File: config.mk
export PLATFORM = sky130hd
export DESIGN_NAME = mem_addr_gen
export DESIGN_NICKNAME = d
export VERILOG_FILES = /design/src/verilog/mem_pkg.sv /design/src/verilog/cache_pkg.sv /design/src/verilog/mem_addr_gen.sv
export SDC_FILE = /design/constraint.sdc
export NUM_CORES = 1
export LEC_CHECK = 0
export BUFFER_PORTS_ARGS = -buffer_cell sky130_fd_sc_hd__buf_2
export CORE_UTILIZATION = 35
export DETAILED_ROUTE_END_ITERATION = 8
export GPL_TIMING_DRIVEN = 1
export PLACE_DENSITY = 0.72
export SYNTH_ARGS = -nofsm -noshare
export SYNTH_HDL_FRONTEND = slang
export SYNTH_SLANG_ARGS = --single-unit
File: constraint.sdc
create_clock -name vclk -period 2.85
set_input_delay 0.285 -clock vclk [all_inputs]
set_output_delay 0.285 -clock vclk [all_outputs]
set_load 0.01 [all_outputs]
File: src/verilog/mem_pkg.sv
`default_nettype none

package mem_pkg;

    // access width, same code points as the execute stage
    typedef enum logic [1:0] {
        width_byte = 2'b01,
        width_half = 2'b10,
        width_word = 2'b11
    } mem_width_e;

    // read 0, write 1
    typedef enum logic [0:0] {
        op_load  = 1'b0,
        op_store = 1'b1
    } mem_op_e;

    // 6-bit exception code of the pipeline
    typedef enum logic [5:0] {
        exc_none = 6'h00,
        // address alignment error
        exc_ale  = 6'h09
    } mem_exc_e;

    // request handed over by execute
    typedef struct packed {
        mem_op_e     op;
        mem_width_e  width;
        logic        load_unsigned;
        logic [4:0]  rd;
        logic [31:0] base;
        logic [31:0] imm;
        logic [31:0] store_data;
    } mem_req_t;

    // result toward write-back
    typedef struct packed {
        logic [4:0]  rd;
        logic [31:0] data;
        mem_exc_e    exc;
    } mem_wb_t;

endpackage

`default_nettype wire
File: src/verilog/cache_pkg.sv
`default_nettype none

package cache_pkg;

    // word address = {index, offset[5:2]}
    localparam int unsigned addr_word_bits = 10;

    // request toward the data cache
    typedef struct packed {
        mem_pkg::mem_op_e op;
        // address bits 31..12
        logic [19:0]      tag;
        // address bits 11..6
        logic [5:0]       index;
        // bank offset in 3..2, byte offset in 1..0
        logic [5:0]       offset;
        // byte write enables
        logic [3:0]       write_type;
        logic [31:0]      wdata;
    } cache_req_t;

endpackage

`default_nettype wire

File: src/verilog/mem_addr_gen.sv
`timescale 1ns/1ns
`default_nettype none

module mem_addr_gen (
    input  wire mem_pkg::mem_req_t   req,
    output cache_pkg::cache_req_t    creq,
    output mem_pkg::mem_exc_e        exc
);

    logic [31:0] addr;
    logic        misaligned;

    // effective address
    assign addr = req.base + req.imm;

    always_comb begin
        creq.op = req.op;
        // split into tag, index and offset
        {creq.tag, creq.index, creq.offset} = addr;
        misaligned = 1'b0;
        unique case (req.width)
            mem_pkg::width_byte: begin
                // single lane picked by the byte offset
                creq.write_type = 4'b0001 << addr[1:0];
                creq.wdata      = {4{req.store_data[7:0]}};
            end
            mem_pkg::width_half: begin
                // odd address is illegal
                misaligned      = addr[0];
                creq.write_type = addr[1] ? 4'b1100 : 4'b0011;
                creq.wdata      = {2{req.store_data[15:0]}};
            end
            default: begin
                // word needs both low bits clear
                misaligned      = |addr[1:0];
                creq.write_type = 4'b1111;
                creq.wdata      = req.store_data;
            end
        endcase
    end

    assign exc = misaligned ? mem_pkg::exc_ale : mem_pkg::exc_none;

endmodule

`default_nettype wire

* Word level (Yosys, flattened, before mapping)
Index checks and enable logic that the tools add are counted.
** Word-level totals
- Flip-flop bits (word level) :: 0
- Input port bits :: 105
- Output and inout bits :: 75
** Cells by class
- Shifts and indexed selects :: 1
- Reduce and logical (&&, ||, !) cells :: 1
- Add/subtract/negate cells :: 1
- Eq/ne operators :: 2
- Mux-type cells :: 4
** Operators with widths (number)
- $pmux 36 s2 :: 1
- $add 32x32->32 :: 1
- $mux 4 :: 2
- $shl 1x2->4 const A :: 1
- $eq 2x1->1 const B :: 1
- $eq 2x2->1 const B :: 1
- $pmux 1 s2 :: 1
- $reduce_or 2->1 :: 1

* Logic depth before layout (Yosys ltp)
- Depth in word-level cells :: 4
- Depth in mapped cells :: 10
- Mapped depth without buffers :: 10

* Worst setup path after synthesis
No wires, ideal clock.
- Kind :: input -> output
- Start point :: input req[32] (netlist bit)
- End point :: output creq[54] (netlist bit)
- Setup slack :: 0.396 ns
- Stages on the path :: 9
- Required time :: 2.565 ns
- Path buffers :: 0
- Arrival :: 2.169 ns
- Path through :: ha_1 -> inv_1 -> fa_1 -> nor2b_4 -> o2111ai_1 -> nand3_1 -> a31oi_4 -> o31a_1 -> a311oi_1
** RTL lines
- start, declared :: RTL line mem_addr_gen.sv:5 : input wire mem_pkg::mem_req_t req,
- end, declared :: RTL line mem_addr_gen.sv:6 : output cache_pkg::cache_req_t creq,

==> results.tsv <==
metric	value	unit
crit path launch	req[33]	
max cap viols	0	
CP bufs+invs	2	
Fin. Hold Viols	0	
post-route antenna net violation count	0	
Setup crit end kind	output port	
distinct cell type count after synthesis	55	
initial antenna violation count	1	
Net Sw Frac	55.3	%
number of flip-flops and latches	0	
P_leak	0.00170	µW
Clock power frac	0	%
initial core utilization	36.4	%
DPL Wire Length	5930	µm
Port Buffer Count	168	
postcts setup bufs	0	
Sw Pwr	455	µW
worst-path maximum fanout	5	
drt pass-1 iters	4	
worst-margin pin slew	0.615	ns
Die Y	83.2	µm
cts hold-fix bufs	0	
DR WL/cell	12.4	µm
CP startpoint kind	input pin	
number of cells on the critical path	10	
drt via density	5.46	
vias in the first global route	2868	
fin area	3100	µm²
Setup crit end	creq[65]	
Ports	180	
Post-Layout Cell Count	562	
worst min-delay path class	in2out	
fillers	675	
final worst-path cycle share	93.9	%
YS warnings	0	
crit path DAT	2.39	ns
Detailed Route WL	6970	µm
sequential share of the synthesized area	0	%
Worst EP required	2.57	ns
status	completed	
via count	3069	
core footprint	6350	µm²
All-Layer GR Usage	19.1	%
grt ovf	0	
# nets final	625	
peak supply drop	0.151	mV
Resize count post-CTS	0	
sequential share of power	0	%
area occupied by multi-input gates	2080	µm²
first-pass GRT wire length	11700	µm
FF+latch area	0	µm²
Max Clk Rate	374	MHz
crit-path most repeated cell	buf_2	
fin crit period	2.67	ns
Syn Area/Cell	6.75	µm²
slew margin rel.	58.9	%
most common cell after layout, fill and taps aside	buf_2	
Gate Count Post-Synth	342	
Placed Cells	558	
final setup fails	0	
pin count of the biggest net entering global routing	33	
Largest stage delay, worst path	0.36	ns
layout cells sized above 1	39.3	%
highest-delay cell along the critical path	a221oi_1	
crit path cell chain	buf_2 -> ha_1 -> a211oi_1 -> o21ai_1 -> o211ai_2 -> nand3_2 -> a221oi_1 -> o21bai_1 -> xor2_1 -> buf_2	
Max Slew Vio Count	0	
Worst path top cell family by delay	compound AO/OA/AOI/OAI gates	
Area Overhead vs Synth	34.3	%
die area	6930	µm²
Mapped Area	2310	µm²
most frequent cells in the layout	buf_2, nand2_1, ha_1	
Placer Congestion	0.929	
DRC viols	0	
Area after DPL	3080	µm²
chip width	83.2	µm
clkbuf count	0	
internal power	367	µW
Crit Path Class	in2out	
first-iteration detailed-routing DRC count	140	
Cell Rows	29	
combinational power share	100.0	%
PD cells	265	nW/µm²
[final cells by class]
type	instances	area share, %
diodes	1	0.0807
inverters	12	1.45
multi-input cells	299	67.0
well taps	77	3.11
repair buffers	173	28.3
[routing by layer]
| layer | track usage (%) | vias up | routed length (µm) |
|---|---|---|---|
| met5 | 0 | - | 0 |
| met4 | 7.05 | 0 | 236 |
| met3 | 0.895 | 19 | 413 |
| met2 | 37.7 | 147 | 3530 |
| met1 | 21.2 | 1386 | 2790 |
| li1 | - | 1517 | - |
[cell families after synthesis]
| group | share of synthesized area, % |
|---|---|
| and+or+nand+nor | 19.8 |
| buffers and inverters | 10.5 |
| adders and majority gates | 18.7 |
| xor gates and xnor gates | 10.6 |
| other | 0.162 |
| AOI/OAI and AO/OA | 40.2 |
[cells in the mapped netlist (2+ instances only)]
master | n | area share [%]
xnor2_1 | 18 | 6.8
or2_2 | 3 | 0.81
a22o_1 | 9 | 3.4
nor2b_1 | 2 | 0.54
nor2_1 | 18 | 2.9
buf_4 | 15 | 4.9
xor2_1 | 10 | 3.8
o211ai_1 | 3 | 0.98
a21oi_1 | 30 | 6.5
a311oi_2 | 2 | 1.3
o21a_1 | 2 | 0.65
inv_1 | 12 | 2.0
o21ai_0 | 26 | 5.6
o21ai_1 | 7 | 1.5
nand2_1 | 52 | 8.5
nand4_1 | 7 | 1.9
a211oi_1 | 2 | 0.65
and2_1 | 2 | 0.54
a21o_1 | 17 | 5.5
and3_1 | 2 | 0.54
ha_1 | 33 | 18
a211oi_2 | 2 | 1.1
o21bai_1 | 2 | 0.65
buf_2 | 4 | 0.87
nand3_1 | 6 | 1.3
a21oi_2 | 2 | 0.76
a31oi_1 | 4 | 1.1
a311oi_1 | 2 | 0.76
nand2b_1 | 3 | 0.81
a22oi_1 | 8 | 2.6
clkbuf_1 | 13 | 2.1
[how the worst min path moves through the flow]
| stage | from | to | slack (ns) | cells past startpoint |
|---|---|---|---|---|
| after floorplan | req[0] | creq[0] | 0.66 | 1 |
| after global placement | req[104] | creq[68] | 0.57 | 0 |
| after detailed placement | req[104] | creq[68] | 0.57 | 0 |
| after CTS | req[104] | creq[68] | 0.57 | 0 |
| after global routing | req[104] | creq[68] | 0.57 | 0 |
| final | req[104] | creq[68] | 0.57 | 0 |
[power groups by stage]
| stage | registers, µW | logic (µW) | clock network (µW) |
|---|---|---|---|
| floorplan | 0 | 544 | 0 |
| global placement | 0 | 801 | 0 |
| detailed placement | 0 | 807 | 0 |
| CTS | 0 | 813 | 0 |
| global route | 0 | 906 | 0.0000469 |
| finish | 0 | 823 | 0.0000469 |
[through the flow]
stage	total power, µW	setup WS, ns	util, %	hold WS [ns]	setup TNS, ns
CTS	813	0.133	48.5	0.570	0
floorplan	544	0.396	-	0.662	0
detailed placement	807	0.153	48.5	0.570	0
global placement	801	0.142	48.5	0.570	0
finish	823	0.175	48.8	0.570	0
global route	906	-0.000521	48.8	0.570	-0.000521
No activity file was read; power rests on OpenSTA's default activity.
