==> config.mk <==
export PLATFORM = sky130hd
export DESIGN_NAME = mem_load_align
export DESIGN_NICKNAME = d
export VERILOG_FILES = /design/src/verilog/mem_pkg.sv /design/src/verilog/mem_load_align.sv
export SDC_FILE = /design/constraint.sdc
export NUM_CORES = 1
export LEC_CHECK = 0
export ABC_CLOCK_PERIOD_IN_PS = 2100
export BUFFER_PORTS_ARGS = -buffer_cell sky130_fd_sc_hd__buf_2
export CELL_PAD_IN_SITES_DETAIL_PLACEMENT = 2
export CELL_PAD_IN_SITES_GLOBAL_PLACEMENT = 2
export CORE_MARGIN = 10
export CORE_UTILIZATION = 20
export DETAILED_ROUTE_END_ITERATION = 8
export GPL_TIMING_DRIVEN = 1
export MAX_ROUTING_LAYER = met4
export PLACE_DENSITY = 0.89
export SYNTH_ARGS = -nofsm -noshare
export SYNTH_HDL_FRONTEND = slang
export SYNTH_SLANG_ARGS = --single-unit
==> constraint.sdc <==
create_clock -name vclk -period 2.1
set_clock_uncertainty 0.1 [all_clocks]
set_input_delay 0.105 -clock vclk [all_inputs]
set_output_delay 0.105 -clock vclk [all_outputs]
set_load 0.05 [all_outputs]
==> src/verilog/mem_pkg.sv <==
`default_nettype none

package mem_pkg;

    // access width, same code points as the execute stage
    typedef enum logic [1:0] {
        width_byte = 2'b01,
        width_half = 2'b10,
        width_word = 2'b11
    } mem_width_e;

    // read 0, write 1
    typedef enum logic [0:0] {
        op_load  = 1'b0,
        op_store = 1'b1
    } mem_op_e;

    // 6-bit exception code of the pipeline
    typedef enum logic [5:0] {
        exc_none = 6'h00,
        // address alignment error
        exc_ale  = 6'h09
    } mem_exc_e;

    // request handed over by execute
    typedef struct packed {
        mem_op_e     op;
        mem_width_e  width;
        logic        load_unsigned;
        logic [4:0]  rd;
        logic [31:0] base;
        logic [31:0] imm;
        logic [31:0] store_data;
    } mem_req_t;

    // result toward write-back
    typedef struct packed {
        logic [4:0]  rd;
        logic [31:0] data;
        mem_exc_e    exc;
    } mem_wb_t;

endpackage

`default_nettype wire
==> src/verilog/mem_load_align.sv <==
`timescale 1ns/1ns
`default_nettype none

module mem_load_align (
    input  wire [31:0]              rdata,
    input  wire [1:0]               offset,
    input  wire mem_pkg::mem_width_e width,
    input  wire                     load_unsigned,
    output logic [31:0]             ldata
);

    logic [7:0]  byte_sel;
    logic [15:0] half_sel;
    logic        byte_sign;
    logic        half_sign;

    // lane picked by the byte offset
    assign byte_sel = rdata[{offset, 3'b000} +: 8];
    // upper or lower half
    assign half_sel = offset[1] ? rdata[31:16] : rdata[15:0];

    // fill bit, zero for unsigned loads
    assign byte_sign = byte_sel[7] & ~load_unsigned;
    assign half_sign = half_sel[15] & ~load_unsigned;

    always_comb begin
        unique case (width)
            mem_pkg::width_byte: begin
                ldata = {{24{byte_sign}}, byte_sel};
            end
            mem_pkg::width_half: begin
                ldata = {{16{half_sign}}, half_sel};
            end
            default: begin
                // whole word as returned
                ldata = rdata;
            end
        endcase
    end

endmodule

`default_nettype wire

* Word-level counts from Yosys, hierarchy flattened *
Index checks and enable logic that the tools add are counted.

operators by class
  $add $sub $neg = 0
  multipliers = 0
  div/mod/pow operators = 0
  order comparisons = 0
  equal/unequal tests = 2
  shift operators = 1
  multiplexer cells = 2
  bitwise logic cells = 3
  reduce and logical (&&, ||, !) cells = 0

operators by type and width
  kind                                                 count
  case mux 32 bit (2 select lines)                     1
  variable part select 32 x 6 -> 8 bit                 1
  two-way mux 16 bit                                   1
  bitwise AND 1 bit                                    2
  equality test 2 x 1 -> 1 bit, second input constant  1
  equality test 2 bit, second input constant           1
  NOT 1 bit                                            1

word-level totals
  register bits = 0
  latch bits = 0
  RAM bits = 0
  ROM bits = 0
  bits of input ports = 37
  output and inout port bits = 32
  word-level logic and storage cells = 8
  memories kept = 0

* Depth between registers and ports, before layout *
Gate-level depths: netlist of run 1.

  depth after elaboration = 3
  mapped depth = 8
  depth with buffers taken out = 6

* Least setup slack after synthesis of run 1 *
OpenSTA, ideal clock, no wires.

  path kind = input to output
  start point = input width[0]
  end point = output ldata[10]
  arrival = 1.723 ns
  data required time = 1.895 ns
  slack = 0.172 ns
  stages on the path = 6
  path buffers = 2
  cell sequence = inv_1 ha_1 clkbuf_1 clkbuf_1 a21oi_1 a21oi_1

between the ends
  longest elaborated chain between the ends = 2
  elaborated cells between the ends (all ways) = 3
  classes of those cells = 2 x eq/ne; 1 x mux

RTL lines
  element                                                                     RTL line              RTL
  start: declaration                                                          mem_load_align.sv:7   input wire mem_pkg::mem_width_e width,
  equality test 2 bit / equality test 2 x 1 -> 1 bit (equally long branches)  mem_load_align.sv:27  unique case (width)
  case mux 32 bit (2 select lines) *                                          mem_load_align.sv:27
  end: declaration                                                            mem_load_align.sv:9   output logic [31:0] ldata

Every way passes the cells marked *; elsewhere a longest branch is shown, timed or not.

* Final worst setup path of run 1 *
  start point = input width[1]
  end point = output ldata[31]

The elaborated chain is that of the path after synthesis.

==> qor.yml, run 1 <==
sta:
  timing.final.max_slew_violations: 0
  fin_ws_ns: 0.305
  tightest_slew_ns: 0.347
  hold_viol_final: 0
  rsz0062_at_grt: "no"
  relSlewSlack_pct: 76.9
  post-route-period-util_pct: 85.5
  finalCriticalPeriod_ns: 1.80
  fmax_ghz: 0.557
  setup_violations: 0
  final.setup.tns_ns: 0
placed_design:
  dp_hpwl_mm: 3.56
  post-place-ws_ns: 0.291
  port_buffers: 69
  gp_congestion: 0.910
yosys:
  synthDistinctLibCells: 23
  yosys_warnings: 0
  synth_top_area_cell: "nand2_4"
  synth_area_um2: 792
  syn_nets: 149
  ys_top_cells_by_area: "nand2_4 (14%), nand2_1 (11%), a21oi_1 (10%), mux2_2 (10%), a32oi_1 (8.8%)"
  syn_avg_cell_area_um2: 7.20
  syn_inst: 110
  synth_most_common_cell: "nand2_1"
  synth_top_area_share_pct: 14.2
  ys_top_cells_by_count: "nand2_1 (23), a21oi_1 (16), nand2_4 (10)"
  synth-seq-area-share_pct: 0
global_route:
  grt_pass1_wl_mm: 6.48
  grt_pass1_vias: 1238
  grt_overflow: 0
  antenna_found_initial: 0
  grt_usage_pct: 11.1
  grt_max_degree: 24
layout:
  finalNetCount: 215
  n_clock_buffer: 0
  num_antenna_cells: 0
  n_sequential_cell: 0
  fillers: 480
  seq_area_um2: 0
  syn_to_final_growth_pct: 46.8
  drive_gt1_share_pct: 55.2
cts:
  cts_hold_buf: 0
  post_cts_buffers: 0
  postCtsResizedCells: 0
outcome:
  run_status: "finished clean"
min_path:
  hp-class: "in -> out"
floorplan:
  die_w_um: 82.9
  row_count: 22
  core_mm2: 0.00374
  die_h_um: 82.9
  start_util_pct: 21.2
  die-area_mm2: 0.00688
  io_pins: 69
pwr:
  ir_worst_vdd_uv: 152
  p_leak_nw: 0.626
  p_per_area_mw_per_mm2: 495
worst_setup_path:
  worst_ep_arrival_time_ns: 1.59
  path_max_fanout: 16
  worstSetupPathType: "in -> out"
  required_ns: 1.89
  cp-end-kind: "output port"
  crit_path_start_kind: "input pin"
drt:
  antenna_left: 0
  vias: 1065
  vias_per_cell: 4.80
  drc: 0
  drt_iter0_markers: 25
  wl_mm: 4.00
  wl_per_cell_um: 18.0
  firstDrtPassIters: 4
flow_run:
  cap_violations: 0
==> report_power, final <==
| part | internal [W] | switching [W] | total (W) |
|---|---|---|---|
| Clock | 0 | 0 | 0 |
| Combinational | 0.000159 | 0.000416 | 0.000575 |
| Sequential | 0 | 0 | 0 |
==> logic make-up (layout without fill, tap and decap cells) <==
| group | Yosys count | after routing | share of synthesized area [%] |
|---|---|---|---|
| compound gates | 35 | 35 | 32.1 |
| fa+ha+maj | 2 | 2 | 3.16 |
| buf+inv | 15 | 79 | 12.5 |
| mux | 11 | 11 | 15.8 |
| simple gates | 47 | 47 | 36.5 |
==> placed cells by master (no fill, tap or decap) <==
cell       netlist  routed
a32oi_1          8       8
or2_1            1       1
o21ai_2          1       1
buf_4            0       7
a211o_4          1       1
mux2i_1          2       2
nand2_1         23      23
nor4b_1          2       2
buf_2            3      69
mux2_1           1       1
nor2_1           1       1
mux2_2           7       7
and2_1           1       1
a21oi_1         16      16
mux2_4           1       1
nor2b_1          9       9
a21o_1           1       1
ha_1             2       2
nand2_4         10      10
inv_1            3       3
o2bb2ai_1        8       8
==> area by class of cell <==
type / instances / area, µm² / area share, %
inverter: 3 / 11.3 / 0.969
tap: 48 / 60.1 / 5.17
timing repair buffer: 76 / 398 / 34.2
multi-input combinational: 95 / 693 / 59.6
==> critical path, cell delays in order <==
cell and delay, ns:
buf_2 0.11, inv_1 0.04, ha_1 0.18, nor2b_1 0.18
nand2_1 0.08, a211o_4 0.48, nand2_1 0.13, buf_2 0.27
==> metal layers <==
| metal | up-vias | track usage, % | share of wire, % |
|---|---|---|---|
| met4 | 0 | 0.308 | 0 |
| met2 | 34 | 21.2 | 54 |
| met1 | 507 | 12.5 | 43 |
| met3 | 0 | 1.27 | 3.5 |
| li1 | 524 | - | - |
| met5 | - | - | 0 |
==> final timing paths <==
check / startpoint / to / slack (ns) / depth (start not counted)
hold / removal: rdata[27] / ldata[27] / 0.52 / 4
setup / recovery: width[1] / ldata[31] / 0.30 / 8
==> per-stage QoR <==
step / cells / power (W) / cell area, µm² / hold slack [ns] / utilization, %
floorplan: 110 / 0.000429 / 792 / 0.310 / -
CTS: 222 / 0.000583 / 1160 / 0.521 / 31.0
detailed placement: 222 / 0.000582 / 1160 / 0.519 / 31.0
finish: 222 / 0.000575 / 1160 / 0.517 / 31.0
global route: 222 / 0.000615 / 1160 / 0.530 / 31.0
global placement: 222 / 0.000572 / 1160 / 0.511 / 31.0
(Power assumes the default switching activity.)
==> inputs of run 2 (changes only) <==
--- a/config.mk
+++ b/config.mk
@@ -5,16 +5,17 @@
 export SDC_FILE = /design/constraint.sdc
 export NUM_CORES = 1
 export LEC_CHECK = 0
+export ABC_AREA = 1
 export ABC_CLOCK_PERIOD_IN_PS = 2100
 export BUFFER_PORTS_ARGS = -buffer_cell sky130_fd_sc_hd__buf_2
 export CELL_PAD_IN_SITES_DETAIL_PLACEMENT = 2
 export CELL_PAD_IN_SITES_GLOBAL_PLACEMENT = 2
 export CORE_MARGIN = 10
-export CORE_UTILIZATION = 20
+export CORE_UTILIZATION = 15
 export DETAILED_ROUTE_END_ITERATION = 8
 export GPL_TIMING_DRIVEN = 1
 export MAX_ROUTING_LAYER = met4
-export PLACE_DENSITY = 0.89
+export PLACE_DENSITY = 0.87
 export SYNTH_ARGS = -nofsm -noshare
 export SYNTH_HDL_FRONTEND = slang
 export SYNTH_SLANG_ARGS = --single-unit
==> run 2 against run 1 <==
  * Sequential cell count is the same
  * Total power is 5.6% lower
  * Combinational power down 5.6%
  * Non-clock buffer count fell by 2
  * Sequential share of layout area stayed put
  * Worst setup slack got worse by 0.028 ns
  * Global-route usage fell by 0.33 points
  * Largest power group unchanged
  * Critical endpoint is now ldata[23]
  * Clock-buffer cell count did not move
  * Critical path depth stayed put
  * Area after synthesis fell by 10%
  * Cell area down 4.4%
  * Fmax decreased by 1.6%
  * Critical path type unchanged
==> qor.yml, run 2 <==
layout:
  seq_area_um2: 0
  stdcell_area_mm2: 0.00111
  drive_gt1_share_pct: 33.5
  final_cell_mix: "nand2_1 (81), buf_2 (69), nor2_1 (26), a21oi_1 (18), o21ai_0 (14)"
  finalNetCount: 271
  layout_commonest_cell: "nand2_1"
  n_clock_buffer: 0
  n_sequential_cell: 0
  num_antenna_cells: 0
  syn_to_final_growth_pct: 56.1
sta:
  rsz0062_at_grt: "no"
  timing.final.max_slew_violations: 0
  tightest_slew_ns: 0.484
  hold_viol_final: 0
  finalCriticalPeriod_ns: 1.82
  post-route-period-util_pct: 86.8
  fmax_ghz: 0.548
  timing.hold.ws_ns: 0.505
  final.setup.tns_ns: 0
  relSlewSlack_pct: 67.7
  setup_violations: 0
worst_setup_path:
  crit_path_start_kind: "input pin"
  path_max_fanout: 16
  required_ns: 1.89
  cp-end-kind: "output port"
  worstSetupPathType: "in -> out"
  worst_ep_arrival_time_ns: 1.62
cts:
  cts_hold_buf: 0
  postCtsResizedCells: 0
  post_cts_buffers: 0
pwr:
  comb_power_share_pct: 100.0
  seq_power_share_pct: 0
  p_sw_w: 0.000414
  swShare_pct: 76.2
  p_per_area_mw_per_mm2: 489
  power_frac_clock_pct: 0
  p_int_w: 0.000129
  ir_worst_vdd_uv: 171
  p_leak_nw: 0.739
placed_design:
  port_buffers: 69
  gp_congestion: 0.771
  placed_cell_area_mm2: 0.00111
  dp_hpwl_mm: 3.64
global_route:
  grt_pass1_vias: 1347
  grt_pass1_wl_mm: 6.70
  grt_usage_pct: 10.7
  grt_overflow: 0
  antenna_found_initial: 0
  grt_max_degree: 24
yosys:
  synth_area_um2: 712
  syn_nets: 203
  yosys_warnings: 0
  synthDistinctLibCells: 12
  synth_most_common_cell: "nand2_1"
  synth-seq-area-share_pct: 0
  syn_avg_cell_area_um2: 4.34
  syn_inst: 164
  synth_top_area_cell: "nand2_1"
  synth_top_area_share_pct: 42.7
  ys_top_cells_by_area: "nand2_1 (43%), nor2_1 (14%), a21oi_1 (13%), o21ai_0 (9.8%), inv_1 (6.3%)"
  ys_top_cells_by_count: "nand2_1 (81), nor2_1 (26), a21oi_1 (18)"
drt:
  vias_per_cell: 4.35
  vias: 1234
  drt_iter0_markers: 36
  wl_per_cell_um: 14.8
  firstDrtPassIters: 4
  drc: 0
  wl_mm: 4.21
  antenna_left: 0
min_path:
  hp-class: "in -> out"
floorplan:
  die_w_um: 88.9
  row_count: 25
  core_mm2: 0.00466
  die_h_um: 88.9
  io_pins: 69
  die-area_mm2: 0.00790
  start_util_pct: 15.3
flow_run:
  cap_violations: 0
outcome:
  run_status: "finished clean"
## run 2: cell count changes after synthesis, moves of 9 or more
cell and change:
nand2_1 +58, nor2b_1 -9, nor2_1 +25, nand2_4 -10, o21ai_0 +14, inv_1 +9
## run 2: worst paths after layout
check,start,cells past startpoint,endpoint
worst max-delay path,width[0],8,ldata[23]
worst min-delay path,rdata[20],4,ldata[20]
## run 2: metrics by stage
step / setup slack, ns / power [W] / std cells / util, %
after floorplan: 0.107 / 0.000393 / 164 / -
after global placement: 0.289 / 0.000542 / 284 / 23.8
final: 0.276 / 0.000543 / 284 / 23.8
after detailed placement: 0.254 / 0.000551 / 284 / 23.8
after global routing: 0.0764 / 0.000590 / 284 / 23.8
after CTS: 0.246 / 0.000552 / 284 / 23.8
## run 2: cells by family (layout without fill, tap and decap cells)
logic type | count (synthesis) | in the layout | synth area share, %
AO/OA/AOI/OAI | 33 | 33 | 24.8
buffers and inverters | 20 | 86 | 13.5
adder cells (fa/ha/maj) | 2 | 2 | 3.51
AND/OR/NAND/NOR | 109 | 109 | 58.2
## run 2: power groups by stage
stage | Sequential (W) | Clock (W) | Combinational, W
3_5_place_dp | 0 | 0 | 0.000551
6_report | 0 | 0 | 0.000543
4_1_cts | 0 | 0 | 0.000552
2_1_floorplan | 0 | 0 | 0.000393
5_1_grt | 0 | 0 | 0.000590
3_3_place_gp | 0 | 0 | 0.000542
## run 2: final cells by class
| class | count | area [µm²] |
|---|---|---|
| fillers | 639 | 3550 |
| repair buffers | 74 | 383 |
| well taps | 54 | 67.6 |
| inverters | 12 | 45.0 |
| multi-input cells | 144 | 616 |
## run 2: critical path: stages
cell,delay [ns]
buf_2,0.11
inv_1,0.05
ha_1,0.29
inv_1,0.15
a21oi_1,0.32
o21ai_4,0.21
nand2_1,0.11
buf_2,0.26
## run 2: layer usage
layer  vias up  routed length, µm  GRT usage (%)
met2        32               2150           20.0
met4         0                  0              0
met3         0                209           1.09
li1        639                  -              -
met1       563               1850           12.8
met5         -                  0              -
==> inputs of run 3 (changes only) <==
--- a/config.mk
+++ b/config.mk
@@ -15,7 +15,7 @@
 export DETAILED_ROUTE_END_ITERATION = 8
 export GPL_TIMING_DRIVEN = 1
 export MAX_ROUTING_LAYER = met4
-export PLACE_DENSITY = 0.87
+export PLACE_DENSITY = 0.85
 export SYNTH_ARGS = -nofsm -noshare
 export SYNTH_HDL_FRONTEND = slang
 export SYNTH_SLANG_ARGS = --single-unit
==> run 3 against run 2 <==
  * Hold slack gained 0.0094 ns
  * Cell area shrank 0.68%
  * Total power shrank 0.36%
  * Cell count shrank 0.35%
  * Die area is the same
  * Wire length grew 0.71%
  * Clock-buffer cell count is the same
  * First-iteration DRC count shrank 14%
  * Sequential cell count is the same
  * Combinational power is essentially flat
  * Non-clock buffer count shrank 1
==> qor.yml, run 3 (same netlist as run 2, synthesis figures left out) <==
global_route:
  grt_overflow: 0
  grt_max_degree: 30
  antenna_found_initial: 0
  grt_pass1_vias: 1408
  grt_pass1_wl_mm: 6.96
  grt_usage_pct: 11.0
placed_design:
  gp_congestion: 0.786
  port_buffers: 69
  post-place-ws_ns: 0.281
  dp_hpwl_mm: 3.64
sta:
  fin_ws_ns: 0.304
  finalCriticalPeriod_ns: 1.80
  fmax_ghz: 0.557
  setup_violations: 0
  post-route-period-util_pct: 85.5
  rsz0062_at_grt: "no"
  relSlewSlack_pct: 66.4
  timing.hold.ws_ns: 0.514
  timing.final.max_slew_violations: 0
  hold_viol_final: 0
  final.setup.tns_ns: 0
  tightest_slew_ns: 0.503
floorplan:
  io_pins: 69
  die-area_mm2: 0.00790
  core_mm2: 0.00466
  die_h_um: 88.9
  start_util_pct: 15.3
  row_count: 25
  die_w_um: 88.9
cts:
  postCtsResizedCells: 0
  cts_hold_buf: 0
  post_cts_buffers: 0
layout:
  finalNetCount: 270
  num_antenna_cells: 0
  layout_commonest_cell: "nand2_1"
  n_sequential_cell: 0
  final_cell_mix: "nand2_1 (81), buf_2 (69), nor2_1 (26), a21oi_1 (18), o21ai_0 (14)"
  drive_gt1_share_pct: 33.2
  seq_area_um2: 0
  n_clock_buffer: 0
  syn_to_final_growth_pct: 55.0
drt:
  wl_per_cell_um: 15.0
  vias_per_cell: 4.34
  antenna_left: 0
  drc: 0
  wl_mm: 4.24
  vias: 1227
  drt_iter0_markers: 31
  firstDrtPassIters: 4
pwr:
  p_leak_nw: 0.734
  ir_worst_vdd_uv: 120
  p_per_area_mw_per_mm2: 490
worst_setup_path:
  worst_ep_arrival_time_ns: 1.59
  worstSetupPathType: "in -> out"
  cp-end-kind: "output port"
  path_max_fanout: 8
  required_ns: 1.89
  crit_path_start_kind: "input pin"
flow_run:
  cap_violations: 0
outcome:
  run_status: "finished clean"
min_path:
  hp-class: "in -> out"
[run 3: path summary, 6_finish.rpt]
check | slack, ns | cells past startpoint | from | endpoint
worst max-delay path | 0.30 | 10 | width[1] | ldata[9]
worst min-delay path | 0.51 | 4 | rdata[0] | ldata[0]
[run 3: layout make-up]
| cell class | count | area, µm² |
|---|---|---|
| fill | 631 | 3560 |
| inverter | 12 | 45.0 |
| multi-input combinational | 144 | 616 |
| tap | 54 | 67.6 |
| timing repair buffer | 73 | 375 |
[run 3: power breakdown]
group / switching (W) / total [W] / leakage [nW] / internal [W]
sequential: 0 / 0 / 0 / 0
combinational: 0.000414 / 0.000541 / 0.734 / 0.000127
clock: 0 / 0 / 0 / 0
total: 0.000414 / 0.000541 / 0.734 / 0.000127
[run 3: worst max-delay path, cell delays in order]
cell and delay, ns:
buf_2 0.11, inv_1 0.05, ha_1 0.15, inv_1 0.04, nor2_1 0.17, nand2_1 0.09
nand2_2 0.11, nand2_1 0.22, a21oi_1 0.23, buf_2 0.29
[run 3: stage by stage]
step | utilization [%] | total power (W) | area (µm²) | cells
global placement | 23.7 | 0.000541 | 1100 | 283
floorplan | - | 0.000393 | 712 | 164
detailed placement | 23.7 | 0.000549 | 1100 | 283
CTS | 23.7 | 0.000550 | 1100 | 283
global route | 23.7 | 0.000590 | 1100 | 283
finish | 23.7 | 0.000541 | 1100 | 283
[run 3: per-layer routing]
layer / track usage, % / vias up / routed length [µm]
met5: - / - / 0
met2: 19.9 / 37 / 2030
met1: 13.0 / 550 / 1930
met4: 1.03 / 0 / 38
li1: - / 636 / -
met3: 1.46 / 4 / 236
