**config.mk**
```make
export PLATFORM = sky130hd
export DESIGN_NAME = mem_ctrl
export DESIGN_NICKNAME = d
export VERILOG_FILES = /design/src/verilog/mem_pkg.sv /design/src/verilog/cache_pkg.sv /design/src/verilog/mem_ctrl.sv
export SDC_FILE = /design/constraint.sdc
export NUM_CORES = 1
export LEC_CHECK = 0
export BUFFER_PORTS_ARGS = -buffer_cell sky130_fd_sc_hd__buf_2
export CAP_MARGIN = 15
export CORE_AREA = 2 2 144 146
export DETAILED_ROUTE_END_ITERATION = 16
export DIE_AREA = 0 0 146 148
export HOLD_SLACK_MARGIN = 0.12
export SKIP_CTS_REPAIR_TIMING = 1
export SLEW_MARGIN = 20
export SYNTH_ARGS = -nofsm -noshare
export SYNTH_HDL_FRONTEND = slang
export SYNTH_SLANG_ARGS = --single-unit
```
**constraint.sdc**
```tcl
create_clock -name clk -period 5.2 [get_ports clk]
set_input_delay 0.78 -clock clk [delete_from_list [all_inputs] [get_ports clk]]
set_output_delay 0.78 -clock clk [all_outputs]
set_load 0.01 [all_outputs]
```
**src/verilog/mem_pkg.sv**
```systemverilog
`default_nettype none

package mem_pkg;

    // access width, same code points as the execute stage
    typedef enum logic [1:0] {
        width_byte = 2'b01,
        width_half = 2'b10,
        width_word = 2'b11
    } mem_width_e;

    // read 0, write 1
    typedef enum logic [0:0] {
        op_load  = 1'b0,
        op_store = 1'b1
    } mem_op_e;

    // 6-bit exception code of the pipeline
    typedef enum logic [5:0] {
        exc_none = 6'h00,
        // address alignment error
        exc_ale  = 6'h09
    } mem_exc_e;

    // request handed over by execute
    typedef struct packed {
        mem_op_e     op;
        mem_width_e  width;
        logic        load_unsigned;
        logic [4:0]  rd;
        logic [31:0] base;
        logic [31:0] imm;
        logic [31:0] store_data;
    } mem_req_t;

    // result toward write-back
    typedef struct packed {
        logic [4:0]  rd;
        logic [31:0] data;
        mem_exc_e    exc;
    } mem_wb_t;

endpackage

`default_nettype wire
```
**src/verilog/cache_pkg.sv**
```systemverilog
`default_nettype none

package cache_pkg;

    // word address = {index, offset[5:2]}
    localparam int unsigned addr_word_bits = 10;

    // request toward the data cache
    typedef struct packed {
        mem_pkg::mem_op_e op;
        // address bits 31..12
        logic [19:0]      tag;
        // address bits 11..6
        logic [5:0]       index;
        // bank offset in 3..2, byte offset in 1..0
        logic [5:0]       offset;
        // byte write enables
        logic [3:0]       write_type;
        logic [31:0]      wdata;
    } cache_req_t;

endpackage

`default_nettype wire

```
**src/verilog/mem_ctrl.sv**
```systemverilog
`timescale 1ns/1ns
`default_nettype none

module mem_ctrl (
    input  wire                         clk,
    input  wire                         arst_n,
    // execute side
    input  wire                         in_valid,
    input  wire mem_pkg::mem_req_t      in_req,
    output logic                        stall,
    // memory side
    output logic                        cache_valid,
    input  wire cache_pkg::cache_req_t  creq_in,
    input  wire mem_pkg::mem_exc_e      exc_in,
    input  wire                         addr_valid,
    input  wire                         data_valid,
    input  wire [31:0]                  ldata,
    // stage register feeding the address generator
    output mem_pkg::mem_req_t           held_req,
    // write-back side
    output logic                        wb_valid,
    output mem_pkg::mem_wb_t            wb
);

    typedef enum logic [1:0] {
        st_idle,
        st_issue,
        st_wait,
        st_done
    } state_e;

    state_e state;
    logic   accept;
    logic   has_exc;

    // stall blocks new work so only one access is in flight
    assign accept  = in_valid && !stall;
    assign has_exc = (exc_in != mem_pkg::exc_none);

    always_ff @(posedge clk or negedge arst_n) begin
        if (!arst_n) begin
            state       <= st_idle;
            stall       <= 1'b0;
            cache_valid <= 1'b0;
            wb_valid    <= 1'b0;
        end else begin
            wb_valid <= 1'b0;
            case (state)
                st_idle, st_done: begin
                    // next access may start right after write-back
                    if (accept) begin
                        state <= st_issue;
                        stall <= 1'b1;
                    end else begin
                        state <= st_idle;
                    end
                end
                st_issue: begin
                    if (has_exc) begin
                        // straight to write-back with memory untouched
                        state    <= st_done;
                        stall    <= 1'b0;
                        wb_valid <= 1'b1;
                    end else begin
                        state       <= st_wait;
                        cache_valid <= 1'b1;
                    end
                end
                st_wait: begin
                    // request holds until the memory takes it
                    cache_valid <= cache_valid && !addr_valid;
                    if (data_valid) begin
                        state    <= st_done;
                        stall    <= 1'b0;
                        wb_valid <= 1'b1;
                    end
                end
                default: begin
                    state <= st_idle;
                end
            endcase
        end
    end

    // stage register and write-back payload
    always_ff @(posedge clk) begin
        if (accept) begin
            held_req <= in_req;
        end
        if (state == st_issue && has_exc) begin
            wb.rd   <= held_req.rd;
            wb.data <= '0;
            wb.exc  <= exc_in;
        end else if (state == st_wait && data_valid) begin
            wb.rd   <= held_req.rd;
            // stores report zero
            wb.data <= (creq_in.op == mem_pkg::op_load) ? ldata : 32'h0;
            wb.exc  <= mem_pkg::exc_none;
        end
    end

    // response only for an access in flight
    a_no_idle_data: assert property (@(posedge clk) disable iff (!arst_n)
        data_valid |-> (state != st_idle));

    // memory accepts only what was requested
    a_addr_with_req: assert property (@(posedge clk) disable iff (!arst_n)
        addr_valid |-> cache_valid);

endmodule

`default_nettype wire

```
## Word-level counts from Yosys, hierarchy flattened

Cells that the tools add are included.

- Latch bits: 0
- Flip-flop bits (word level): 153
- Bits in writable memories: 0
- ROM bits: 0
- Memories: 0
- Bits of input ports: 217

- Divide/modulo/power cells: 0
- $lt $le $gt $ge: 0
- Multiply operators: 0
- Bitwise logic cells: 0
- Add/subtract/negate cells: 0
- Shift-type cells: 0
- Equal/unequal tests: 7
- Reductions and logical operators: 13
- Muxes and demuxes: 16

Operator list:

| kind | count |
|---|---|
| two-way mux 43 bit | 2 |
| two-way mux 32 bit | 1 |
| two-way mux 1 bit | 8 |
| inequality test 2 bit, second input constant | 4 |
| case mux 2 bit (3 select lines) | 1 |
| nonzero test 6 bit | 1 |
| == test 2 bit, second input constant | 2 |
| logical AND 1 bit | 4 |
| case mux 1 bit (2 select lines) | 2 |
| nonzero test 2 bit | 2 |
| case mux 1 bit (3 select lines) | 1 |
| AND reduction 3 bit | 1 |
| == test 2 x 1 -> 1 bit, second input constant | 1 |
| zero test 1 bit | 2 |
| zero test 2 bit | 1 |
| two-way mux 2 bit | 1 |
| AND reduction 2 bit | 1 |
| OR reduction 2 bit | 1 |

## Depth between registers and ports, before layout

Gate-level depths: netlist (run 1).

- Depth after elaboration: 4
- Mapped depth: 7
- Mapped depth without buffers: 5

## Worst setup path after synthesis (run 1)

OpenSTA, ideal clock, no wires.

- Path kind: input to register
- From: input in_valid
- To: register held_req[0] in the netlist's numbering (enable)
- Path buffers: 0
- Path slack: -0.559 ns
- Data arrival time: 5.189 ns
- Stages on the path: 2
- Setup time: 0.570 ns
- Cells stage by stage: inv_1 nor2_1

- Cells in the longest elaborated chain, start to end: 1

Ends and longest elaborated chain:

| element | RTL line | RTL |
|---|---|---|
| from (decl) | mem_ctrl.sv:8 | `input wire in_valid,` |
| logical AND 1 bit | mem_ctrl.sv:37 | `assign accept = in_valid && !stall;` |
| via accept | mem_ctrl.sv:33 | `logic accept;` |
| to (signal assigned) | mem_ctrl.sv:88 | `held_req <= in_req;` |
| to (decl) | mem_ctrl.sv:19 | `output mem_pkg::mem_req_t held_req,` |

The timed path passes the listed nets, and every way through them passes these cells.
A chain may end at the register's enable or synchronous reset.

## Final worst setup path (run 1)

- From: input data_valid
- To: register wb[3] in the netlist's numbering (enable)

- Cells in the longest elaborated chain, start to end: 2

Ends and longest elaborated chain:

| element | RTL line | RTL |
|---|---|---|
| from (decl) | mem_ctrl.sv:16 | `input wire data_valid,` |
| logical AND 1 bit | mem_ctrl.sv:94 | `end else if (state == st_wait && data_valid) begin` |
| nonzero test 2 bit (no source line) | n/a |  |
| to (decl) | mem_ctrl.sv:22 | `output mem_pkg::mem_wb_t wb` |

No other way between the ends.

==> metrics.csv, run 1 <==
stage,metric,value,unit
synth,ys async rst share,3.27,%
floorplanning,core area,20000,um^2
synth,post-synthesis compound-gate area fraction,7.44,%
global_route,vias in the first global route,3545,
worst_hold_path,hold crit path type,input pin to asynchronous set/reset pin,
clock_network,clock-pin slew on the worst setup and hold paths,70,ps
place,routability cong.,0.770,
synth,Yosys reg bits,153,
sta,RSZ-0062 raised after global routing,false,
sta,Slew HR,51.0,%
cells_and_area,utilization after layout,38.3,%
synth,Synth Flop Type,edfxtp_1,
synth,mux share of post-synthesis cell area,0,%
floorplanning,Die X,146,um
critical_path,CP Max Fanout,39,
clock_network,CTS tree,yes,
floorplanning,Initial Util,26.4,%
synth,Post-Synthesis Cells,308,
clock_network,"Clk Latency, worst-skew pair",420,ps
synth,main combinational cell family by area after synthesis,simple AND/OR/NAND/NOR gates,
cells_and_area,layout cells sized above 1,59.1,%
cells_and_area,post-route cell area,7670,um^2
sta,maximum clock rate,473,MHz
clock_network,Clock Sinks,153,
sta,Final period util,40.7,%
global_route,initial antenna violation count,3,
place,Port Buffers,299,
cells_and_area,Area Growth Syn to Fin,44.8,%
synth,top-count cell post-synth,edfxtp_1,
synth,Post-synth EDFFs,116,
critical_path,"Arr. time, crit path",2170,ps
run_status,status,completed,
sta,min cycle time layout,2120,ps
route,DRT iter0 DRCs,241,
synth,Synth top cells by count,"116 x edfxtp_1, 36 x nand2_1, 32 x dfxtp_1, 32 x nand4b_1, 30 x a21oi_2",
synth,Syn. warnings,0,
floorplanning,IO Count,368,
synth,"area leader, netlist",edfxtp_1,
floorplanning,site row count,52,
global_route,gr ovfl total,0,
sta,Worst-Margin Slew,735,ps
route,vias per cell,4.12,
cells_and_area,fin nets,830,
route,total length of routed wires,14600,um
route,Post-DRT Antenna Nets,0,
synth,Post-Synth Simple-Gate Area,9.75,%
sta,Worst Skew,12.1,ps
synth,share of the synthesized area in the top cell type,65.7,%
critical_path,Crit. End Element,flop,
critical_path,CP Class,input pin to flop,
clock_network,htree depth,4,
synth,Synthesized Nets,527,
global_route,first-pass GRT wire length,20700,um
global_route,GRT Overall Usage,13.0,%
sta,setup TNS,0,ps
place,DP Area,7090,um^2
route,drt drc,0,
synth,"Seq/Total Area, Yosys",80.2,%
sta,Pins Over Slew Limit,0,
place,HPWL Detailed,10700,um
pwr,PwrDens,516,nW/um^2
synth,Synth area leaders,"edfxtp_1 66%, dfxtp_1 12%, nand4b_1 5.3%",
sta,Final Hold Viols,0,
synth,Synth Cell Area,5300,um^2
floorplanning,die height,148,um
clock_network,Clock Path Buffers,2,
sta,worst hold slack,162,ps
cells_and_area,"Cell Count, Final, Fillers Out",897,
synth,XOR/XNOR Fraction of Synth Area,0,%
sta,endpoints failing setup,0,
synth,Adder-Cell Fraction of Synth Area,0.472,%
floorplanning,DIE AREA,21600,um^2
synth,Avg Synthesized Cell Area,17.2,um^2
critical_path,WP data required,5260,ps
pwr,Leakage,3.20,nW
route,Pre-antenna DRT Iters,4,
clock_network,clock root buffer,clkbuf_16,
synth,library cells used by synthesis,27,
clock_network,TritonCTS buffer count,17,
place,Inst Count DP,862,
run,Max Cap Viol,0,
pwr,Max VDD drop,199,uV
critical_path,startpoint types,input pin,
route,vias,3697,
route,routed len/inst,16.3,um
global_route,largest net degree at the start of global routing,106,
[layout make-up]
class                   instances  area, um^2
fillers                      1983       12400
flip-flops and latches        153        4250
repair buffers                303        1540
multi-input cells             132         951
clock buffers                  17         425
well taps                     270         338
clock inverters                15         149
inverters                       4        15.0
diodes                          3        7.51
[layer usage]
| layer | track usage, % | routed length, um | vias to the layer above |
|---|---|---|---|
| met2 | 22.3 | 7360 | 191 |
| met4 | 6.41 | 331 | 0 |
| met3 | 4.63 | 1220 | 17 |
| met5 | 0 | 0 | - |
| li1 | - | - | 1775 |
| met1 | 14.6 | 5700 | 1714 |
[worst max-delay path, cell delays in order]
cell     delay [ps]
buf_2           570
nand2_1         110
buf_4           290
nand2_1         420
[final timing paths]
kind / start / end / slack (ps) / cells after the start
worst max-delay path: data_valid / wb[3]$_DFFE_PP_ / 3080 / 4
min in group clk: wb[29]$_SDFFE_PP0P_ / wb[29]$_SDFFE_PP0P_ / 460 / 2
worst max register to register: state[1]$_DFFE_PN0P_ / wb[3]$_DFFE_PP_ / 3350 / 4
worst min-delay path: arst_n / wb_valid$_DFF_PN0_ / 160 / 1
worst min register to register: wb[29]$_SDFFE_PP0P_ / wb[29]$_SDFFE_PP0P_ / 460 / 2
max in group asynchronous: arst_n / state[1]$_DFFE_PN0P_ / 4910 / 1
[cells by family after synthesis]
group                      count (synthesis)
adders and majority gates                  2
DFF                                      153
AOI/OAI and AO/OA                         47
and+or+nand+nor                           83
buffers and inverters                     23
[flip-flops by register name, summed over array words and instances, names as in the netlist]
signal	count
cache_valid	1
held_req	105
stall	1
state	2
wb	43
wb_valid	1
[where the power goes]
| part | switching, mW | internal [mW] | leakage, nW |
|---|---|---|---|
| registers | 0.0922 | 1.67 | 1.43 |
| clock network | 0.565 | 0.640 | 0.277 |
| logic | 0.630 | 0.367 | 1.50 |
[per-stage QoR]
stage / power, mW / setup slack, ps
6_report: 3.96 / 3080
5_1_grt: 4.17 / 3000
4_1_cts: 4.02 / 3090
3_5_place_dp: 2.80 / 2640
3_3_place_gp: 2.80 / 2650
2_1_floorplan: 2.37 / 1190
[placed cells by master (no fill, tap or decap), types with 3 or more instances in the layout]
cell,instances
inv_6,6
inv_8,4
a21oi_2,30
a21boi_0,5
a21oi_1,5
buf_4,3
nand2_1,36
and2_1,6
nand4b_1,32
clkbuf_16,17
inv_1,4
edfxtp_1,116
dfxtp_1,32
dfrtp_1,5
buf_2,299
diode_2,3
nor2_1,3
Note: power is estimated with default switching activity, not from simulation.
==> run 2: changes to the inputs <==
ABC_AREA = 1   (was not set)
CORE_AREA = 2 2 143 145   (was 2 2 144 146)
DIE_AREA = 0 0 145 147   (was 0 0 146 148)
clock period = 2.2 ns   (was 5.2 ns; I/O delays follow)
==> run 2 against run 1 <==
Die area is 1.4% lower. Clock power grew to 2.5 times the previous value. Sequential power is 140% higher. Non-clock buffer count is 106 higher. Global-route usage is 0.46 points lower. Area after synthesis is 1.7% lower. Wire length is 1.8% higher. Count of clock-buffer cells in the layout is 1 higher. Combinational power grew to 2.6 times the previous value. Register-to-register slack worse by 2800 ps. First-iteration DRC count is 27% lower. Setup slack worse by 2600 ps.
==> metrics.csv, run 2 <==
stage,metric,value,unit,change
run_status,status,completed,,
synth,library cells used by synthesis,22,,-19%
place,Port Buffers,299,,unchanged
critical_path,WP data required,2480,ps,-2780 ps
cells_and_area,fin nets,984,,+19%
cells_and_area,utilization after layout,43.6,%,+5.3 points
critical_path,worst path cell trace,"inv_1, ha_1, nand2_4, inv_6, o21ai_0, o21ai_1, nor2_1",,
global_route,initial antenna violation count,1,,-2
synth,"Seq/Total Area, Yosys",81.6,%,+1.4 points
cells_and_area,largest register by flop count,held_req,,
synth,top-count cell post-synth,edfxtp_1,,
critical_path,CP Max Fanout,64,,+64%
critical_path,Crit. End Element,flop,,
floorplanning,IO Count,368,,unchanged
sta,Worst Skew,8.15,ps,-3.99 ps
sta,worst hold slack,195,ps,+33.4 ps
critical_path,startpoint types,flop,,
pwr,Leakage,3.88,nW,+21%
critical_path,CP max stage delay,400,ps,-170 ps
synth,Synth Cell Area,5210,um^2,-1.7%
place,routability cong.,0.721,,-6.4%
global_route,vias in the first global route,3795,,+7.1%
floorplanning,site row count,52,,unchanged
clock_network,CTS tree,yes,,
clock_network,htree depth,4,,unchanged
global_route,first-pass GRT wire length,20400,um,-1.8%
place,HPWL Detailed,9900,um,-7.0%
clock_network,Clock Sinks,153,,unchanged
sta,endpoints failing setup,0,,unchanged
sta,Final Hold Viols,0,,unchanged
clock_network,clock-pin slew on the worst setup and hold paths,60,ps,about the same
cells_and_area,"commonest non-fill, non-tap cells in the layout","299 x buf_2, 116 x edfxtp_1, 106 x dlygate4sd3_1",,
worst_hold_path,hold crit path type,input pin to flop,,
run,Max Cap Viol,0,,unchanged
sta,RSZ-0062 raised after global routing,false,,
synth,Synth area leaders,"edfxtp_1 67%, dfxtp_1 12%, o21ai_1 5.8%",,
cells_and_area,Area Growth Syn to Fin,66.2,%,
synth,Post-synth EDFFs,116,,unchanged
critical_path,CP Class,flop to flop,,
route,vias per cell,4.02,,-2.5%
floorplanning,Initial Util,26.2,%,-0.21 points
floorplanning,Die X,145,um,-0.68%
route,Post-DRT Antenna Nets,0,,unchanged
synth,ys async rst share,3.27,%,unchanged
critical_path,"Arr. time, crit path",1970,ps,-200 ps
sta,Pins Over Slew Limit,0,,unchanged
cells_and_area,"commonest non-fill, non-tap cell in the layout",buf_2,,
cells_and_area,Largest register FFs,105,,unchanged
synth,share of the synthesized area in the top cell type,66.9,%,+1.2 points
global_route,GRT Overall Usage,12.6,%,-0.46 points
critical_path,R2R depth,7,,+3
route,DRT iter0 DRCs,176,,-27%
synth,Synth Flop Type,edfxtp_1,,
route,total length of routed wires,14900,um,+1.8%
floorplanning,DIE AREA,21300,um^2,-1.4%
synth,Avg Synthesized Cell Area,14.9,um^2,-14%
sta,Slew HR,57.9,%,+6.9 points
route,drt drc,0,,unchanged
route,Pre-antenna DRT Iters,5,,+1
clock_network,clock root buffer,clkbuf_16,,
synth,Syn. warnings,0,,unchanged
cells_and_area,biggest regs,"held_req (105), wb (43), state (2)",,
sta,Worst-Margin Slew,631,ps,-104 ps
global_route,gr ovfl total,0,,unchanged
critical_path,crit path max-delay cell type,dfrtp_1,,
synth,"area leader, netlist",edfxtp_1,,
pwr,Max VDD drop,478,uV,+140%
clock_network,Clock Path Buffers,2,,unchanged
clock_network,TritonCTS buffer count,17,,unchanged
route,vias,4215,,+14%
synth,Post-Synthesis Cells,350,,+14%
global_route,largest net degree at the start of global routing,65,,-39%
sta,Final period util,77.0,%,
cells_and_area,layout cells sized above 1,43.8,%,-15 points
pwr,PwrDens,1130,nW/um^2,+120%
sta,min cycle time layout,1690,ps,
synth,Synthesized Nets,569,,+8.0%
floorplanning,core area,19800,um^2,-0.97%
synth,Yosys reg bits,153,,unchanged
floorplanning,die height,147,um,-0.68%
clock_network,"Clk Latency, worst-skew pair",420,ps,about the same
synth,Synth top cells by count,"116 x edfxtp_1, 60 x o21ai_1, 44 x inv_1",,
sta,maximum clock rate,590,MHz,
worst_hold_path,Hold Path Depth,3,,
route,routed len/inst,14.2,um,-13%
run 2: cell types whose count changed in the layout (fill, tap and decap cells not counted), moves of 21 or more:
cell and delta:
a21oi_2 -30, nor2_1 +37, inv_1 +39, dlygate4sd3_1 +106, nand4b_1 -32, nand2_1 -21
o21ai_1 +60
run 2: report_power, final:
group	switching [mW]	leakage (nW)	total, mW	internal, mW
clock network	1.28	0.297	3.01	1.73
logic	1.52	2.15	2.56	1.04
registers	0.247	1.43	4.23	3.98
run 2: layout make-up:
| type | count | area [um^2] |
|---|---|---|
| Fill cell | 1841 | 11200 |
| Sequential cell | 153 | 4250 |
| Timing Repair Buffer | 409 | 2610 |
| Multi-Input combinational cell | 138 | 661 |
| Clock buffer | 18 | 429 |
| Tap cell | 270 | 338 |
| Clock inverter | 14 | 181 |
| Inverter | 46 | 181 |
| Antenna cell | 1 | 2.50 |
run 2: kinds of logic (layout without fill, tap and decap cells):
kind of cell               Yosys count  after routing  synth area share (%)
AOI/OAI and AO/OA                   73             73                  7.26
other                                0              1                     0
and+or+nand+nor                     63             63                  4.90
DFF                                153            153                  81.6
buffers and inverters               59            487                  5.74
adders and majority gates            2              2                 0.481
run 2: final timing paths:
check / from / to / slack, ps
setup / recovery: state[0]$_DFFE_PN0P_ / wb[6]$_SDFFE_PP0P_ / 510
hold / removal: exc_in[4] / wb[4]$_DFFE_PP_ / 190
setup reg to reg: state[0]$_DFFE_PN0P_ / wb[6]$_SDFFE_PP0P_ / 510
hold reg to reg: wb[36]$_SDFFE_PP0P_ / wb[36]$_SDFFE_PP0P_ / 500
max in group asynchronous: arst_n / state[1]$_DFFE_PN0P_ / 1790
min in group asynchronous: arst_n / cache_valid$_DFFE_PN0P_ / 270
run 2: critical path: cells and delay by family (launching register included):
kind | cells | cell delay [ps]
buffers and inverters | 2 | 380
adder cells (fa/ha/maj) | 1 | 260
flip-flops | 1 | 400
AND/OR/NAND/NOR | 2 | 190
AO/OA/AOI/OAI | 2 | 290
run 2: stage by stage:
step | TNS, ps | cell area, um^2 | power, mW | worst slack, ps | std cells
final | 0 | 8650 | 9.79 | 505 | 1049
after global routing | 0 | 8650 | 10.4 | 307 | 1049
after CTS | 0 | 7590 | 9.78 | 481 | 942
after detailed placement | 0 | 6980 | 6.72 | 516 | 910
after global placement | 0 | 6980 | 6.68 | 496 | 910
after floorplan | -26620 | 5210 | 5.74 | -254 | 350
run 2: per-layer routing:
layer / global-route usage (%) / share of wire (%) / up-vias
met5: 0 / 0 / -
met4: 3.86 / 0.95 / 0
met1: 14.0 / 40 / 1955
li1: - / - / 2042
met2: 20.7 / 49 / 203
met3: 7.02 / 10 / 15
==> run 3: changes to the inputs <==
clock period = 1.4 ns   (was 2.2 ns; I/O delays follow)
==> run 3 against run 2 <==
Global-route usage shrank 0.13 points. Non-clock buffer count grew 20. Wire length grew 3.2%. Critical path depth shrank 1. Core utilization grew 1.5 points. Total power grew 63%. Clock skew shrank 3.3 ps. Flip-flop and latch count is the same. Design area grew 3.3%. Critical endpoint is now wb[31]$_SDFFE_PP0P_.
==> metrics.csv, run 3 (synthesized netlist as in run 2, its figures left out) <==
stage,metric,value,unit,change
sta,min cycle time layout,1310,ps,-388 ps
floorplanning,DIE AREA,21300,um^2,unchanged
worst_hold_path,hold crit path type,input pin to flop,,
critical_path,crit path max-delay cell type,dfrtp_1,,
route,Pre-antenna DRT Iters,4,,-1
critical_path,"Arr. time, crit path",1600,ps,-370 ps
critical_path,R2R depth,6,,-1
sta,endpoints failing setup,0,,unchanged
cells_and_area,"commonest non-fill, non-tap cell in the layout",buf_2,,
floorplanning,IO Count,368,,unchanged
global_route,first-pass GRT wire length,20200,um,-0.95%
critical_path,r2r endpoint,wb[31]$_SDFFE_PP0P_,,
clock_network,"Clk Latency, worst-skew pair",410,ps,about the same
critical_path,CP Max Fanout,32,,-50%
clock_network,htree depth,4,,unchanged
clock_network,TritonCTS buffer count,17,,unchanged
sta,Final period util,93.3,%,+16 points
critical_path,CP Buf/Inv Count,3,,+1
global_route,gr ovfl total,0,,unchanged
place,Inst Count DP,925,,+1.6%
cells_and_area,"Cell Count, Final, Fillers Out",1069,,+1.9%
cells_and_area,utilization after layout,45.1,%,+1.5 points
critical_path,CP Class,flop to flop,,
run,Max Cap Viol,0,,unchanged
worst_hold_path,hold path start,addr_valid,,
cells_and_area,fill cell count,1804,,-2.0%
floorplanning,die height,147,um,unchanged
cells_and_area,# diodes,0,,-1
worst_hold_path,Hold Path End,cache_valid$_DFFE_PN0P_,,
pwr,Max VDD drop,785,uV,+64%
route,Post-DRT Antenna Nets,0,,unchanged
critical_path,worst path cell trace,"inv_1, ha_2, nand2_2, inv_2, buf_12, nor2_1",,
sta,Worst-Margin Slew,285,ps,-346 ps
critical_path,WP data required,1700,ps,-780 ps
route,vias per cell,3.97,,-1.1%
global_route,largest net degree at the start of global routing,50,,-23%
cells_and_area,layout cells sized above 1,45.6,%,+1.7 points
clock_network,CTS tree,yes,,
clock_network,Clock Sinks,153,,unchanged
floorplanning,core area,19800,um^2,unchanged
clock_network,clock root buffer,clkbuf_16,,
run_status,status,completed,,
pwr,PwrDens,1780,nW/um^2,+57%
sta,Pins Over Slew Limit,0,,unchanged
critical_path,CP max stage delay,420,ps,+20 ps
global_route,vias in the first global route,3787,,-0.21%
sta,RSZ-0062 raised after global routing,true,,
critical_path,startpoint types,flop,,
route,drt drc,0,,unchanged
cells_and_area,Largest register FFs,105,,unchanged
floorplanning,Initial Util,26.2,%,unchanged
critical_path,R2R Path Start,state[1]$_DFFE_PN0P_,,
cells_and_area,largest register by flop count,held_req,,
pwr,Leakage,4.00,nW,+3.2%
global_route,initial antenna violation count,0,,-1
global_route,GRT Overall Usage,12.5,%,-0.13 points
critical_path,Crit. End Element,flop,,
route,vias,4249,,+0.81%
clock_network,Clock Path Buffers,2,,unchanged
cells_and_area,biggest regs,"held_req (105), wb (43), state (2)",,
critical_path,"CP delay by family, top",flip-flops,,
critical_path,crit path from,state[1]$_DFFE_PN0P_,,
clock_network,clock-pin slew on the worst setup and hold paths,60,ps,about the same
cells_and_area,Area Growth Syn to Fin,71.8,%,
sta,setup TNS,0,ps,unchanged
sta,Worst Skew,4.87,ps,-3.28 ps
route,total length of routed wires,15400,um,+3.2%
place,routability cong.,0.709,,-1.6%
route,routed len/inst,14.4,um,+1.3%
place,HPWL Detailed,10100,um,+1.8%
worst_hold_path,Hold Path Depth,4,,+1
route,DRT iter0 DRCs,160,,-9.1%
sta,Slew HR,81.0,%,+23 points
floorplanning,Die X,145,um,unchanged
sta,Final Hold Viols,0,,unchanged
cells_and_area,"commonest non-fill, non-tap cells in the layout","299 x buf_2, 116 x edfxtp_1, 110 x dlygate4sd3_1",,
pwr,Pwr Total,15.9,mW,+63%
place,Port Buffers,299,,unchanged
sta,maximum clock rate,765,MHz,+30%
cells_and_area,fin nets,1005,,+2.1%
floorplanning,site row count,52,,unchanged
critical_path,Reg2Reg Setup Slack,90,ps,-410 ps
[run 3: changes by cell type in the layout (fill, tap and decap cells not counted), sizes merged]
cell / before / now
clkinvlp: 2 / 3
inv: 53 / 52
dlygate4sd3: 106 / 110
buf: 303 / 317
diode: 1 / 0
clkbuf: 18 / 20
clkinv: 3 / 4
[run 3: worst max-delay path by stage]
stage,end,cells past startpoint,slack [ps]
after CTS,wb[31]$_SDFFE_PP0P_,8,-10
after global routing,wb[41]$_DFFE_PP_,5,-10
after floorplan,held_req[0]$_DFFE_PP_,3,-1050
after global placement,wb[31]$_SDFFE_PP0P_,8,10
final,wb[31]$_SDFFE_PP0P_,6,90
after detailed placement,wb[31]$_SDFFE_PP0P_,8,0.7
[run 3: power by group]
| part | internal [mW] | total [mW] | switching (mW) |
|---|---|---|---|
| registers | 6.25 | 6.66 | 0.404 |
| logic | 2.03 | 4.57 | 2.54 |
| clock network | 2.71 | 4.71 | 2.00 |
[run 3: final cells by class]
class                           instances  area (um^2)  share of cell area, %
Sequential cell                       153         4250                   47.5
Timing Repair Buffer                  429         2850                   31.9
Multi-Input combinational cell        138          699                   7.82
Clock buffer                           18          429                   4.80
Tap cell                              270          338                   3.78
Inverter                               46          189                   2.11
Clock inverter                         14          178                   1.99
Timing Repair inverter                  1         8.76                 0.0979
[run 3: through the flow]
| step | worst slack [ps] | hold WS, ps | area, um^2 |
|---|---|---|---|
| finish | 93.6 | 107 | 8940 |
| global route | -14.8 | 127 | 8940 |
| CTS | -14.9 | -420 | 7740 |
| detailed placement | 0.689 | 32.3 | 7130 |
| global placement | 14.5 | 28.9 | 7130 |
| floorplan | -1050 | -85.6 | 5220 |
[run 3: worst reg2reg max path, cell delays in order (launching register included)]
cell and delay [ps]:
dfrtp_1 420, inv_1 80, ha_2 210, nand2_2 120, inv_2 110, buf_12 180
nor2_1 80
[run 3: per-layer routing]
| layer | share of wire [%] | vias up | wire length, um | track usage [%] |
|---|---|---|---|---|
| met3 | 9.6 | 13 | 1470 | 7.24 |
| met5 | 0 | - | 0 | 0 |
| met2 | 49 | 191 | 7520 | 20.0 |
| met1 | 40 | 1954 | 6180 | 13.9 |
| li1 | - | 2091 | - | - |
| met4 | 1.2 | 0 | 179 | 4.31 |
